--- src/source/safe_bus_consts.svh ---
/*
  Sizes and fixed codes shared by the safe bus wrapper.
  Included by the package and by modules that size per-hart arrays.
*/
`ifndef SAFE_BUS_CONSTS_SVH
`define SAFE_BUS_CONSTS_SVH

// Harts behind the wrapper
`define SB_NHARTS 3

// OBI bus widths
`define SB_ADDR_W 32
`define SB_DATA_W 32

// Returned as every fetch to an isolated hart
`define SB_WFI_INSTR 32'h10500073

`endif
--- src/source/safe_bus_pkg.sv ---
/*
  Bus and configuration types for the safe bus wrapper.
  Modules import it inside their body and name its types scoped in their ports.
*/
`default_nettype none
`include "safe_bus_consts.svh"

package safe_bus_pkg;

  typedef logic [`SB_ADDR_W-1:0]   addr_t;
  typedef logic [`SB_DATA_W-1:0]   data_t;
  typedef logic [`SB_DATA_W/8-1:0] be_t;
  typedef logic [`SB_NHARTS-1:0]   hart_vec_t;

  typedef struct packed {
    logic  req;
    logic  we;
    be_t   be;
    addr_t addr;
    data_t wdata;
  } obi_req_t;

  typedef struct packed {
    logic  gnt;
    logic  rvalid;
    data_t rdata;
  } obi_rsp_t;

  typedef enum logic [1:0] {
    MODE_SINGLE = 2'd0,
    MODE_TMR    = 2'd1,
    MODE_DMR    = 2'd2
  } safe_mode_e;

  // Latched redundancy setup, one-hot master and isolated hart
  typedef struct packed {
    logic      tmr_en;
    logic      dmr_en;
    hart_vec_t master;
    hart_vec_t isolate;
  } redundancy_cfg_t;

endpackage

`default_nettype wire

--- src/source/safe_bus_top.sv ---
/*
  Safe bus wrapper top.
  Joins the configuration block with the instruction and data channels.
*/
`timescale 1ns/1ps
`default_nettype none
`include "safe_bus_consts.svh"

module safe_bus_top (
  input  wire                                     clk_i,
  input  wire                                     rst_ni,
  input  safe_bus_pkg::obi_req_t [`SB_NHARTS-1:0] core_instr_req_i,
  input  safe_bus_pkg::obi_req_t [`SB_NHARTS-1:0] core_data_req_i,
  output safe_bus_pkg::obi_rsp_t [`SB_NHARTS-1:0] core_instr_rsp_o,
  output safe_bus_pkg::obi_rsp_t [`SB_NHARTS-1:0] core_data_rsp_o,
  output safe_bus_pkg::obi_req_t [`SB_NHARTS-1:0] mem_instr_req_o,
  output safe_bus_pkg::obi_req_t [`SB_NHARTS-1:0] mem_data_req_o,
  input  safe_bus_pkg::obi_rsp_t [`SB_NHARTS-1:0] mem_instr_rsp_i,
  input  safe_bus_pkg::obi_rsp_t [`SB_NHARTS-1:0] mem_data_rsp_i,
  input  safe_bus_pkg::safe_mode_e                mode_i,
  input  safe_bus_pkg::hart_vec_t                 master_i,
  input  safe_bus_pkg::hart_vec_t                 dmr_mask_i,
  input  safe_bus_pkg::hart_vec_t                 sleep_i,
  input  logic                                    err_clear_i,
  output logic                                    tmr_error_o,
  output logic                                    dmr_error_o,
  output safe_bus_pkg::hart_vec_t                 tmr_error_id_o
);
  import safe_bus_pkg::*;

  // Index 0 is the instruction channel, 1 the data channel
  redundancy_cfg_t  cfg;
  logic [1:0]       tmr_mismatch;
  logic [1:0]       dmr_mismatch;
  hart_vec_t [1:0]  tmr_dissent;

  mode_ctrl u_mode_ctrl (
    .clk_i          (clk_i),
    .rst_ni         (rst_ni),
    .mode_i         (mode_i),
    .master_i       (master_i),
    .dmr_mask_i     (dmr_mask_i),
    .sleep_i        (sleep_i),
    .tmr_mismatch_i (tmr_mismatch),
    .dmr_mismatch_i (dmr_mismatch),
    .tmr_dissent_i  (tmr_dissent),
    .err_clear_i    (err_clear_i),
    .cfg_o          (cfg),
    .tmr_error_o    (tmr_error_o),
    .dmr_error_o    (dmr_error_o),
    .tmr_error_id_o (tmr_error_id_o)
  );

  // Isolated fetches see WFI so the hart parks itself
  redundant_channel #(
    .ISO_RDATA (`SB_WFI_INSTR)
  ) u_instr_ch (
    .clk_i          (clk_i),
    .rst_ni         (rst_ni),
    .cfg_i          (cfg),
    .core_req_i     (core_instr_req_i),
    .core_rsp_o     (core_instr_rsp_o),
    .mem_req_o      (mem_instr_req_o),
    .mem_rsp_i      (mem_instr_rsp_i),
    .tmr_mismatch_o (tmr_mismatch[0]),
    .dmr_mismatch_o (dmr_mismatch[0]),
    .tmr_dissent_o  (tmr_dissent[0])
  );

  redundant_channel #(
    .ISO_RDATA ('0)
  ) u_data_ch (
    .clk_i          (clk_i),
    .rst_ni         (rst_ni),
    .cfg_i          (cfg),
    .core_req_i     (core_data_req_i),
    .core_rsp_o     (core_data_rsp_o),
    .mem_req_o      (mem_data_req_o),
    .mem_rsp_i      (mem_data_rsp_i),
    .tmr_mismatch_o (tmr_mismatch[1]),
    .dmr_mismatch_o (dmr_mismatch[1]),
    .tmr_dissent_o  (tmr_dissent[1])
  );

endmodule

`default_nettype wire

--- src/source/redundant_channel.sv ---
/*
  Request and response steering for one bus between three harts and three ports.
  Used twice, once for instruction fetches and once for data accesses.
*/
`timescale 1ns/1ps
`default_nettype none
`include "safe_bus_consts.svh"

module redundant_channel #(
  parameter safe_bus_pkg::data_t ISO_RDATA = '0
) (
  input  wire                                     clk_i,
  input  wire                                     rst_ni,
  input  safe_bus_pkg::redundancy_cfg_t           cfg_i,
  input  safe_bus_pkg::obi_req_t [`SB_NHARTS-1:0] core_req_i,
  output safe_bus_pkg::obi_rsp_t [`SB_NHARTS-1:0] core_rsp_o,
  output safe_bus_pkg::obi_req_t [`SB_NHARTS-1:0] mem_req_o,
  input  safe_bus_pkg::obi_rsp_t [`SB_NHARTS-1:0] mem_rsp_i,
  output logic                                    tmr_mismatch_o,
  output logic                                    dmr_mismatch_o,
  output safe_bus_pkg::hart_vec_t                 tmr_dissent_o
);
  import safe_bus_pkg::*;

  obi_req_t                  voted_req;
  obi_req_t                  compared_req;
  obi_rsp_t                  master_rsp;
  obi_rsp_t [`SB_NHARTS-1:0] live_rsp;
  obi_rsp_t [`SB_NHARTS-1:0] iso_rsp;
  logic                      redundant;

  assign redundant = cfg_i.tmr_en | cfg_i.dmr_en;

  tmr_voter u_voter (
    .req_i      (core_req_i),
    .voted_o    (voted_req),
    .mismatch_o (tmr_mismatch_o),
    .dissent_o  (tmr_dissent_o)
  );

  // Pair is everyone not isolated
  dmr_comparator u_comparator (
    .req_i      (core_req_i),
    .master_i   (cfg_i.master),
    .pair_i     (~cfg_i.isolate),
    .compared_o (compared_req),
    .mismatch_o (dmr_mismatch_o)
  );

  // Only the master port talks to memory in the redundant modes
  always_comb begin
    for (int p = 0; p < `SB_NHARTS; p++) begin
      if (cfg_i.tmr_en) begin
        mem_req_o[p] = cfg_i.master[p] ? voted_req : '0;
      end else if (cfg_i.dmr_en) begin
        mem_req_o[p] = cfg_i.master[p] ? compared_req : '0;
      end else begin
        mem_req_o[p] = core_req_i[p];
      end
    end
  end

  always_comb begin
    master_rsp = '0;
    for (int p = 0; p < `SB_NHARTS; p++) begin
      if (cfg_i.master[p]) begin
        master_rsp = mem_rsp_i[p];
      end
    end
  end

  for (genvar h = 0; h < `SB_NHARTS; h++) begin : gen_hart
    // What the hart sees while still attached to memory
    assign live_rsp[h] = redundant ? master_rsp : mem_rsp_i[h];

    bus_isolator #(
      .RDATA (ISO_RDATA)
    ) u_isolator (
      .clk_i      (clk_i),
      .rst_ni     (rst_ni),
      .isolate_i  (cfg_i.isolate[h]),
      .req_i      (core_req_i[h]),
      .live_rsp_i (live_rsp[h]),
      .rsp_o      (iso_rsp[h])
    );

    assign core_rsp_o[h] = cfg_i.isolate[h] ? iso_rsp[h] : live_rsp[h];
  end

endmodule

`default_nettype wire

--- src/source/bus_isolator.sv ---
/*
  Stand-in memory responder for one hart cut off from its bus.
  Grants at once and answers one cycle later with a fixed word.
*/
`timescale 1ns/1ps
`default_nettype none

module bus_isolator #(
  parameter safe_bus_pkg::data_t RDATA = '0
) (
  input  wire                    clk_i,
  input  wire                    rst_ni,
  input  logic                   isolate_i,
  input  safe_bus_pkg::obi_req_t req_i,
  input  safe_bus_pkg::obi_rsp_t live_rsp_i,
  output safe_bus_pkg::obi_rsp_t rsp_o
);

  logic pending_q;
  logic iso_rvalid_q;
  logic live_grant;

  assign live_grant = req_i.req & live_rsp_i.gnt;

  always_ff @(posedge clk_i or negedge rst_ni) begin
    if (!rst_ni) begin
      pending_q    <= 1'b0;
      iso_rvalid_q <= 1'b0;
    end else if (!isolate_i) begin
      // Remember a granted request still waiting for memory
      pending_q    <= live_grant | (pending_q & ~live_rsp_i.rvalid);
      iso_rvalid_q <= 1'b0;
    end else begin
      pending_q    <= 1'b0;
      iso_rvalid_q <= req_i.req;
    end
  end

  // Owed response lands in the first isolated cycle
  assign rsp_o.gnt    = req_i.req;
  assign rsp_o.rvalid = iso_rvalid_q | pending_q;
  assign rsp_o.rdata  = RDATA;

endmodule

`default_nettype wire

--- src/source/dmr_comparator.sv ---
/*
  Lockstep compare for one bus.
  Forwards the master's request and flags any difference to its pair partner.
*/
`timescale 1ns/1ps
`default_nettype none
`include "safe_bus_consts.svh"

module dmr_comparator (
  input  safe_bus_pkg::obi_req_t [`SB_NHARTS-1:0] req_i,
  input  safe_bus_pkg::hart_vec_t                 master_i,
  input  safe_bus_pkg::hart_vec_t                 pair_i,
  output safe_bus_pkg::obi_req_t                  compared_o,
  output logic                                    mismatch_o
);
  import safe_bus_pkg::*;

  hart_vec_t partner;
  obi_req_t  master_req;
  obi_req_t  partner_req;

  // The pair member that is not the master
  assign partner = pair_i & ~master_i;

  always_comb begin
    master_req  = '0;
    partner_req = '0;
    for (int i = 0; i < `SB_NHARTS; i++) begin
      if (master_i[i]) begin
        master_req = req_i[i];
      end
      if (partner[i]) begin
        partner_req = req_i[i];
      end
    end
  end

  assign compared_o = master_req;
  assign mismatch_o = (master_req != partner_req);

endmodule

`default_nettype wire

--- src/source/tmr_voter.sv ---
/*
  Majority vote over the three hart requests of one bus.
  Purely combinational, flags any disagreement and names the odd hart out.
*/
`timescale 1ns/1ps
`default_nettype none
`include "safe_bus_consts.svh"

module tmr_voter (
  input  safe_bus_pkg::obi_req_t [`SB_NHARTS-1:0] req_i,
  output safe_bus_pkg::obi_req_t                  voted_o,
  output logic                                    mismatch_o,
  output safe_bus_pkg::hart_vec_t                 dissent_o
);
  import safe_bus_pkg::*;

  logic      eq01;
  logic      eq02;
  logic      eq12;
  obi_req_t  voted;
  hart_vec_t dissent;

  // Whole-struct compare, so idle fields count too
  assign eq01 = (req_i[0] == req_i[1]);
  assign eq02 = (req_i[0] == req_i[2]);
  assign eq12 = (req_i[1] == req_i[2]);

  always_comb begin
    if (eq01 || eq02) begin
      voted = req_i[0];
    end else if (eq12) begin
      voted = req_i[1];
    end else begin
      // No majority, fall back to hart 0
      voted = req_i[0];
    end
  end

  always_comb begin
    if (eq01 && eq12) begin
      dissent = '0;
    end else if (eq01) begin
      dissent = 3'b100;
    end else if (eq02) begin
      dissent = 3'b010;
    end else if (eq12) begin
      dissent = 3'b001;
    end else begin
      dissent = '1;
    end
  end

  assign voted_o    = voted;
  assign mismatch_o = !(eq01 && eq12);
  assign dissent_o  = dissent;

endmodule

`default_nettype wire

--- src/source/mode_ctrl.sv ---
/*
  Redundancy configuration register and sticky error flags.
  Mode, master and pair mask are taken only while every hart sleeps.
*/
`timescale 1ns/1ps
`default_nettype none
`include "safe_bus_consts.svh"

module mode_ctrl (
  input  wire                                clk_i,
  input  wire                                rst_ni,
  input  safe_bus_pkg::safe_mode_e           mode_i,
  input  safe_bus_pkg::hart_vec_t            master_i,
  input  safe_bus_pkg::hart_vec_t            dmr_mask_i,
  input  safe_bus_pkg::hart_vec_t            sleep_i,
  input  logic [1:0]                         tmr_mismatch_i,
  input  logic [1:0]                         dmr_mismatch_i,
  input  safe_bus_pkg::hart_vec_t [1:0]      tmr_dissent_i,
  input  logic                               err_clear_i,
  output safe_bus_pkg::redundancy_cfg_t      cfg_o,
  output logic                               tmr_error_o,
  output logic                               dmr_error_o,
  output safe_bus_pkg::hart_vec_t            tmr_error_id_o
);
  import safe_bus_pkg::*;

  // Single mode, hart 0 as master, nobody isolated
  localparam redundancy_cfg_t cfg_reset = '{
    tmr_en:  1'b0,
    dmr_en:  1'b0,
    master:  hart_vec_t'(1),
    isolate: '0
  };

  redundancy_cfg_t cfg_d;
  redundancy_cfg_t cfg_q;
  logic            tmr_hit;
  logic            dmr_hit;
  hart_vec_t       id_hit;
  logic            tmr_error_q;
  logic            dmr_error_q;
  hart_vec_t       tmr_id_q;

  always_comb begin
    cfg_d.tmr_en  = (mode_i == MODE_TMR);
    cfg_d.dmr_en  = (mode_i == MODE_DMR);
    cfg_d.master  = master_i;
    // The hart outside the lockstep pair gets isolated
    cfg_d.isolate = (mode_i == MODE_DMR) ? ~dmr_mask_i : '0;
  end

  always_ff @(posedge clk_i or negedge rst_ni) begin
    if (!rst_ni) begin
      cfg_q <= cfg_reset;
    end else if (&sleep_i) begin
      cfg_q <= cfg_d;
    end
  end

  // Either channel counts, but only in the matching latched mode
  assign tmr_hit = cfg_q.tmr_en & (|tmr_mismatch_i);
  assign dmr_hit = cfg_q.dmr_en & (|dmr_mismatch_i);
  assign id_hit  = cfg_q.tmr_en ? (tmr_dissent_i[0] | tmr_dissent_i[1]) : '0;

  always_ff @(posedge clk_i or negedge rst_ni) begin
    if (!rst_ni) begin
      tmr_error_q <= 1'b0;
      dmr_error_q <= 1'b0;
      tmr_id_q    <= '0;
    end else if (err_clear_i) begin
      tmr_error_q <= 1'b0;
      dmr_error_q <= 1'b0;
      tmr_id_q    <= '0;
    end else begin
      tmr_error_q <= tmr_error_q | tmr_hit;
      dmr_error_q <= dmr_error_q | dmr_hit;
      tmr_id_q    <= tmr_id_q | id_hit;
    end
  end

  assign cfg_o          = cfg_q;
  assign tmr_error_o    = tmr_error_q;
  assign dmr_error_o    = dmr_error_q;
  assign tmr_error_id_o = tmr_id_q;

  master_onehot_a : assert property (@(posedge clk_i) disable iff (!rst_ni)
    $onehot(cfg_q.master));

  // Pair of two, with the master inside it
  dmr_pair_a : assert property (@(posedge clk_i) disable iff (!rst_ni)
    cfg_q.dmr_en |-> $onehot(cfg_q.isolate) && !(|(cfg_q.master & cfg_q.isolate)));

endmodule

`default_nettype wire

--- config.mk ---
export PLATFORM = sky130hd
export DESIGN_NAME = safe_bus_top
export DESIGN_NICKNAME = d
export VERILOG_FILES = /design/src/source/safe_bus_pkg.sv /design/src/source/safe_bus_top.sv /design/src/source/redundant_channel.sv /design/src/source/bus_isolator.sv /design/src/source/dmr_comparator.sv /design/src/source/tmr_voter.sv /design/src/source/mode_ctrl.sv
export VERILOG_INCLUDE_DIRS = /design/src /design/src/source
export SDC_FILE = /design/constraint.sdc
export NUM_CORES = 2
export LEC_CHECK = 0
export BUFFER_PORTS_ARGS = -buffer_cell sky130_fd_sc_hd__clkbuf_2
export CORE_AREA = 2 2 490 492
export CTS_CLUSTER_DIAMETER = 80
export DETAILED_ROUTE_END_ITERATION = 7
export DIE_AREA = 0 0 492 494
export PLACE_DENSITY = 0.31
export SYNTH_ARGS = -nofsm -noshare
export SYNTH_HDL_FRONTEND = slang
export SYNTH_SLANG_ARGS = --single-unit
--- constraint.sdc ---
create_clock -name clk_i -period 9.84 [get_ports clk_i]
set_input_delay 1.968 -clock clk_i [delete_from_list [all_inputs] [get_ports clk_i]]
set_output_delay 1.968 -clock clk_i [all_outputs]
set_load 0.005 [all_outputs]
# Yosys cells after proc, flatten, opt, wreduce, memory -nomap -nowiden
# Cells that the tools add are included.
# Widths: inputs -> output; s select.
[word_totals] reg_bits=25 input_bits=638 out_inout_bits=629 wordCells=162
[classes] eq_ne=10 muxes=83 n_bitwise=41 reduce_logical=9
[op_table] op="$mux 70" n=40
[op_table] op="$mux 34" n=18
[op_table] op="$eq 70x70->1" n=6
[op_table] op="$ne 70x70->1" n=2
[op_table] op="$mux 3" n=11
[op_table] op="$or 1x1->1" n=15
[op_table] op="$and 1x1->1" n=14
[op_table] op="$mux 1" n=14
[op_table] op="$not 3->3" n=3
[op_table] op="$not 1->1" n=6
[op_table] op="$or 3x3->3" n=2
[op_table] op="$reduce_or 2->1" n=2
[op_table] op="$and 3x3->3" n=1
[op_table] op="$reduce_and 3->1" n=1
[op_table] op="$eq 2x1->1 const B" n=1
[op_table] op="$eq 2x2->1 const B" n=1
[op_table] op="$logic_and 1x1->1" n=2
[op_table] op="$logic_not 1->1" n=2
[op_table] op="$logic_or 1x1->1" n=2

# Logic depth before layout (Yosys ltp)
[logic_depth] word_depth=10 mapped_depth=13 depth_no_buf=8

# Modules after synthesis
# Synthesis repeated with hierarchy kept, for this count alone.
[hier_totals] hier_cells=5429 area_unflattened_um2=33759.9
[modules_own_cells] module="redundant_channel" instances=2 cells_each=1517 area_per_inst_um2=8506.9 seq_area_each_um2=0.0
[modules_own_cells] module="dmr_comparator" instances=2 cells_each=686 area_per_inst_um2=3861.2 seq_area_each_um2=0.0
[modules_own_cells] module="tmr_voter" instances=2 cells_each=366 area_per_inst_um2=3238.1 seq_area_each_um2=0.0
[modules_own_cells] module="bus_isolator (u_instr_ch.gen_hart[0].u_isolator ...)" instances=3 cells_each=42 area_per_inst_um2=336.6 seq_area_each_um2=50.0
[modules_own_cells] module="bus_isolator (u_data_ch.gen_hart[0].u_isolator ...)" instances=3 cells_each=41 area_per_inst_um2=332.8 seq_area_each_um2=50.0
[modules_own_cells] module="mode_ctrl" instances=1 cells_each=42 area_per_inst_um2=539.3 seq_area_each_um2=326.6

# Worst setup path after synthesis
# No wires, ideal clock.
[synth_path] path_kind="input -> output" startpoint="input core_instr_req_i[139] (netlist bit)" endpoint="output mem_instr_req_o[0] (netlist bit)" arrival_time_ps=4138 required_ps=7872 path_slack_ps=3734 path_stages=10 path_buffers=3 cell_sequence="clkbuf_1 xor2_1 nor4_1 nand4_1 nor4_4 nand2_2 a31o_1 clkbuf_1 buf_2 a221o_1"
[synth_rtl] item="start, declared" line="safe_bus_top.sv:12" rtl="input safe_bus_pkg::obi_req_t [`SB_NHARTS-1:0] core_instr_req_i,"
[synth_rtl] item="end, declared" line="safe_bus_top.sv:16" rtl="output safe_bus_pkg::obi_req_t [`SB_NHARTS-1:0] mem_instr_req_o,"

==> results.sh <==
export IMPL_timing_critical_path_arrival_ns=7.18
export IMPL_power_per_cell_area_nw_per_um2=158
export IMPL_synth_mux_area_fraction_pct=6.44
export IMPL_net_count_final=5313
export IMPL_number_of_buffers_inserted_for_hold_repair_after_clock_tree_synthesis=0
export IMPL_wire_length_of_the_first_global_routing_pass_um=394000
export IMPL_yosys_area_share_xor_xnor_pct=18.8
export IMPL_finalSetupTns_ns=0
export IMPL_standby_leakage_power_nw=14.7
export IMPL_timing_worst_setup_path_type="primary input to output pin"
export IMPL_reg2reg_slack_ns=4.06
export IMPL_die_wd_um=492
export IMPL_commonest_non_fill_non_tap_cell_in_the_layout="clkbuf_2"
export IMPL_hold_viol_final=0
export IMPL_wire_per_inst_um=39.7
export IMPL_std_cell_rows=179
export IMPL_final_layout_size_suffix_gt1_share_pct=30.8
export IMPL_core_area_um2=237000
export IMPL_holdWs_ns=0.521
export IMPL_yosys_area_share_simple_pct=21.1
export IMPL_setup_viol_count_final=0
export IMPL_timing_final_crit_period_ns=9.14
export IMPL_setup_worst_path_end_class="output pin"
export IMPL_effective_utilization_at_floorplan_pct=10.2
export IMPL_gp_congestion=0.968
export IMPL_post_drt_via_cell_ratio=4.80
export IMPL_buffer_ports_inserted=1266
export IMPL_dpl_hpwl_um=257000
export IMPL_clock_path_buffers=2
export IMPL_fmaxAchievable_ghz=0.109
export IMPL_filler_cell_count=27963
export IMPL_pin_count=1267
export IMPL_drv_cap=0
export IMPL_post_cts_resized=0
export IMPL_grt_max_degree=126
export IMPL_layout_area_overhead_vs_synth_pct=37.6
export IMPL_tritoncts_num_buffers=3
export IMPL_die_area_um2=243000
export IMPL_groute_usage_overall_pct=24.2
export IMPL_async_reset_ff_share_pct=100
export IMPL_cp_required_ns=7.87
export IMPL_postSynthAreaPerCell_um2=6.18
export IMPL_ant_nets=0
export IMPL_post_synth_instance_area_um2=24300
export IMPL_vias=37696
export IMPL_worstRegToRegCells=12
export IMPL_crit_path_end="mem_instr_req_o[147]"
export IMPL_postSynthNetCount=4564
export IMPL_number_of_flops_mapped_to_enable_cells_by_yosys=0
export IMPL_yosys_area_share_adder_pct=0
export IMPL_clkTransAtPathRegs_ns=0.08
export IMPL_crit_reg2reg_capture="u_mode_ctrl.dmr_error_o"
export IMPL_status="completed"
export IMPL_final_util_pct=14.1
export IMPL_worst_clock_skew_ns=0.00271
export IMPL_cp_startpoint="core_instr_req_i[3]"
export IMPL_synth_top_family_by_area="compound AO/OA/AOI/OAI gates"
export IMPL_dr_first_iter_drc_count=4122
export IMPL_cts_tree="done"
export IMPL_synth_seq_area_share_pct=2.58
export IMPL_number_of_global_route_vias_before_repair=35552
export IMPL_crit_path_max_fanout=43
export IMPL_cts_sinks=25
export IMPL_clock_latency_late_sink_ns=0.28
export IMPL_vdd_ir_drop_max_uv=71.3
export IMPL_synth_ff_latch_count=25
export IMPL_placement_setup_worst_slack_ns=0.928
export IMPL_rsz0062_at_grt="false"
export IMPL_synth_lib_cells_used_distinct=58
export IMPL_post_synthesis_compound_gate_area_fraction_pct=40.3
export IMPL_worstHoldPathType="flip-flop to flip-flop"
export IMPL_yosys_most_used_dff="dfrtp_1"
export IMPL_regToRegStartpoint="u_mode_ctrl.cfg_o[3]"
export IMPL_postLayoutSetupSlackWorst_ns=0.696
export IMPL_timing_final_crit_share_pct=92.9
export IMPL_tightest_slew_ns=1.44
export IMPL_post_synth_inst_count=3926
export IMPL_final_cell_mix="clkbuf_2 (1266), nand2_1 (442), xor2_1 (348)"
export IMPL_die_height_um=494
export IMPL_postRouteWirelength_um=312000
export IMPL_cts_root_buf="clkbuf_16"
export IMPL_timing_max_transition_violations_final=0
export IMPL_startpoint_type="primary input"
export IMPL_ys_warnings_count=0
export IMPL_dr_pass1_iters=8
export IMPL_post_cts_setup_buffers=0
export IMPL_antenna_found_initial=125
export IMPL_hold_path_startpoint="u_mode_ctrl.tmr_error_o"
export IMPL_dr_drc_count=0
export IMPL_timing_max_slew_rel_slack_pct=3.18
export IMPL_gr_total_overflow=0
export IMPL_cts_htree_levels=1
## flip-flops by register name (all words and copies together) (netlist names)
name	flops
u_instr_ch.gen_hart.u_isolator.pending_q	3
u_mode_ctrl.cfg_o	8
u_mode_ctrl.dmr_error_o	1
u_data_ch.gen_hart.u_isolator.pending_q	3
u_instr_ch.gen_hart.u_isolator.iso_rvalid_q	3
u_data_ch.gen_hart.u_isolator.iso_rvalid_q	3
u_mode_ctrl.tmr_error_id_o	3
u_mode_ctrl.tmr_error_o	1
## cells in the mapped netlist, types with 23 or more instances
cell type / count / share of area (%)
o21ai_0: 223 / 4.6
clkbuf_1: 470 / 7.3
a22oi_1: 198 / 6.1
a221o_1: 277 / 11
xnor2_1: 173 / 6.2
xor2_1: 349 / 13
a31oi_1: 43 / 1.1
a221oi_1: 23 / 0.83
buf_1: 46 / 0.71
nand2_1: 447 / 6.9
nand3_1: 113 / 2.3
dfrtp_1: 24 / 2.5
nor4_1: 95 / 2.4
mux2i_1: 146 / 6.0
nand4_1: 71 / 1.8
a211o_1: 26 / 0.94
o211ai_1: 67 / 2.1
nor2_1: 298 / 4.6
buf_2: 98 / 2.0
o21ai_1: 203 / 4.2
a21oi_1: 321 / 6.6
## logic make-up after synthesis
group,count (synthesis)
buffers and inverters,649
multiplexers,155
AO/OA/AOI/OAI,1452
flip-flops,25
AND/OR/NAND/NOR,1123
XOR/XNOR,522
## worst min path at each step
stage	end	slack, ns	cells after the start
2_1_floorplan	u_data_ch.gen_hart[0].u_isolator.pending_q	0.49	2
3_3_place_gp	u_mode_ctrl.tmr_error_id_o[0]	0.51	2
3_5_place_dp	u_mode_ctrl.tmr_error_o	0.51	2
4_1_cts	u_mode_ctrl.tmr_error_o	0.52	2
5_1_grt	u_mode_ctrl.tmr_error_o	0.54	2
6_report	u_mode_ctrl.tmr_error_o	0.52	2
## routing by layer
metal  up-vias  GRT usage [%]  part of all wire, %  wire [um]
li1      15855              -                    -          -
met4        26           8.80                  4.6      14500
met3       423           4.54                  7.1      22100
met1     18985           31.5                   43     134000
met2      2407           39.4                   45     141000
met5         -              0                0.056        174
## metrics by stage
stage / total power [mW] / std cells / instance area (um^2)
global route: 5.54 / 7851 / 33400
CTS: 5.32 / 7841 / 33300
floorplan: 2.36 / 3926 / 24300
detailed placement: 5.19 / 7837 / 33300
global placement: 5.20 / 7837 / 33300
finish: 5.27 / 7860 / 33400
## critical path: stages
cell      delay (ns)
clkbuf_2        0.25
xor2_1          0.24
nor4_1          1.19
nand4_1         0.41
nor4_1          0.50
nand4_1         0.38
nand2_4         0.32
buf_4           0.46
buf_4           0.68
mux2i_1         0.15
o21ai_0         0.30
clkbuf_2        0.18
## power breakdown
group / switching [mW] / internal (mW) / total, mW / leakage, nW
clock: 0.0476 / 0.0559 / 0.104 / 0.0383
sequential: 0.0472 / 0.120 / 0.167 / 0.318
combinational: 3.54 / 1.46 / 5.00 / 14.3
total: 3.64 / 1.63 / 5.27 / 14.7
## area by class of cell
cell class / instances / area (um^2) / area share [%]
Multi-Input combinational cell: 3252 / 21200 / 63.5
Timing Repair Buffer: 1371 / 7350 / 22.0
Tap cell: 3167 / 3960 / 11.9
Sequential cell: 25 / 646 / 1.93
Inverter: 22 / 87.6 / 0.262
Clock buffer: 4 / 78.8 / 0.236
Antenna cell: 19 / 47.5 / 0.142
(Power assumes the default switching activity.)
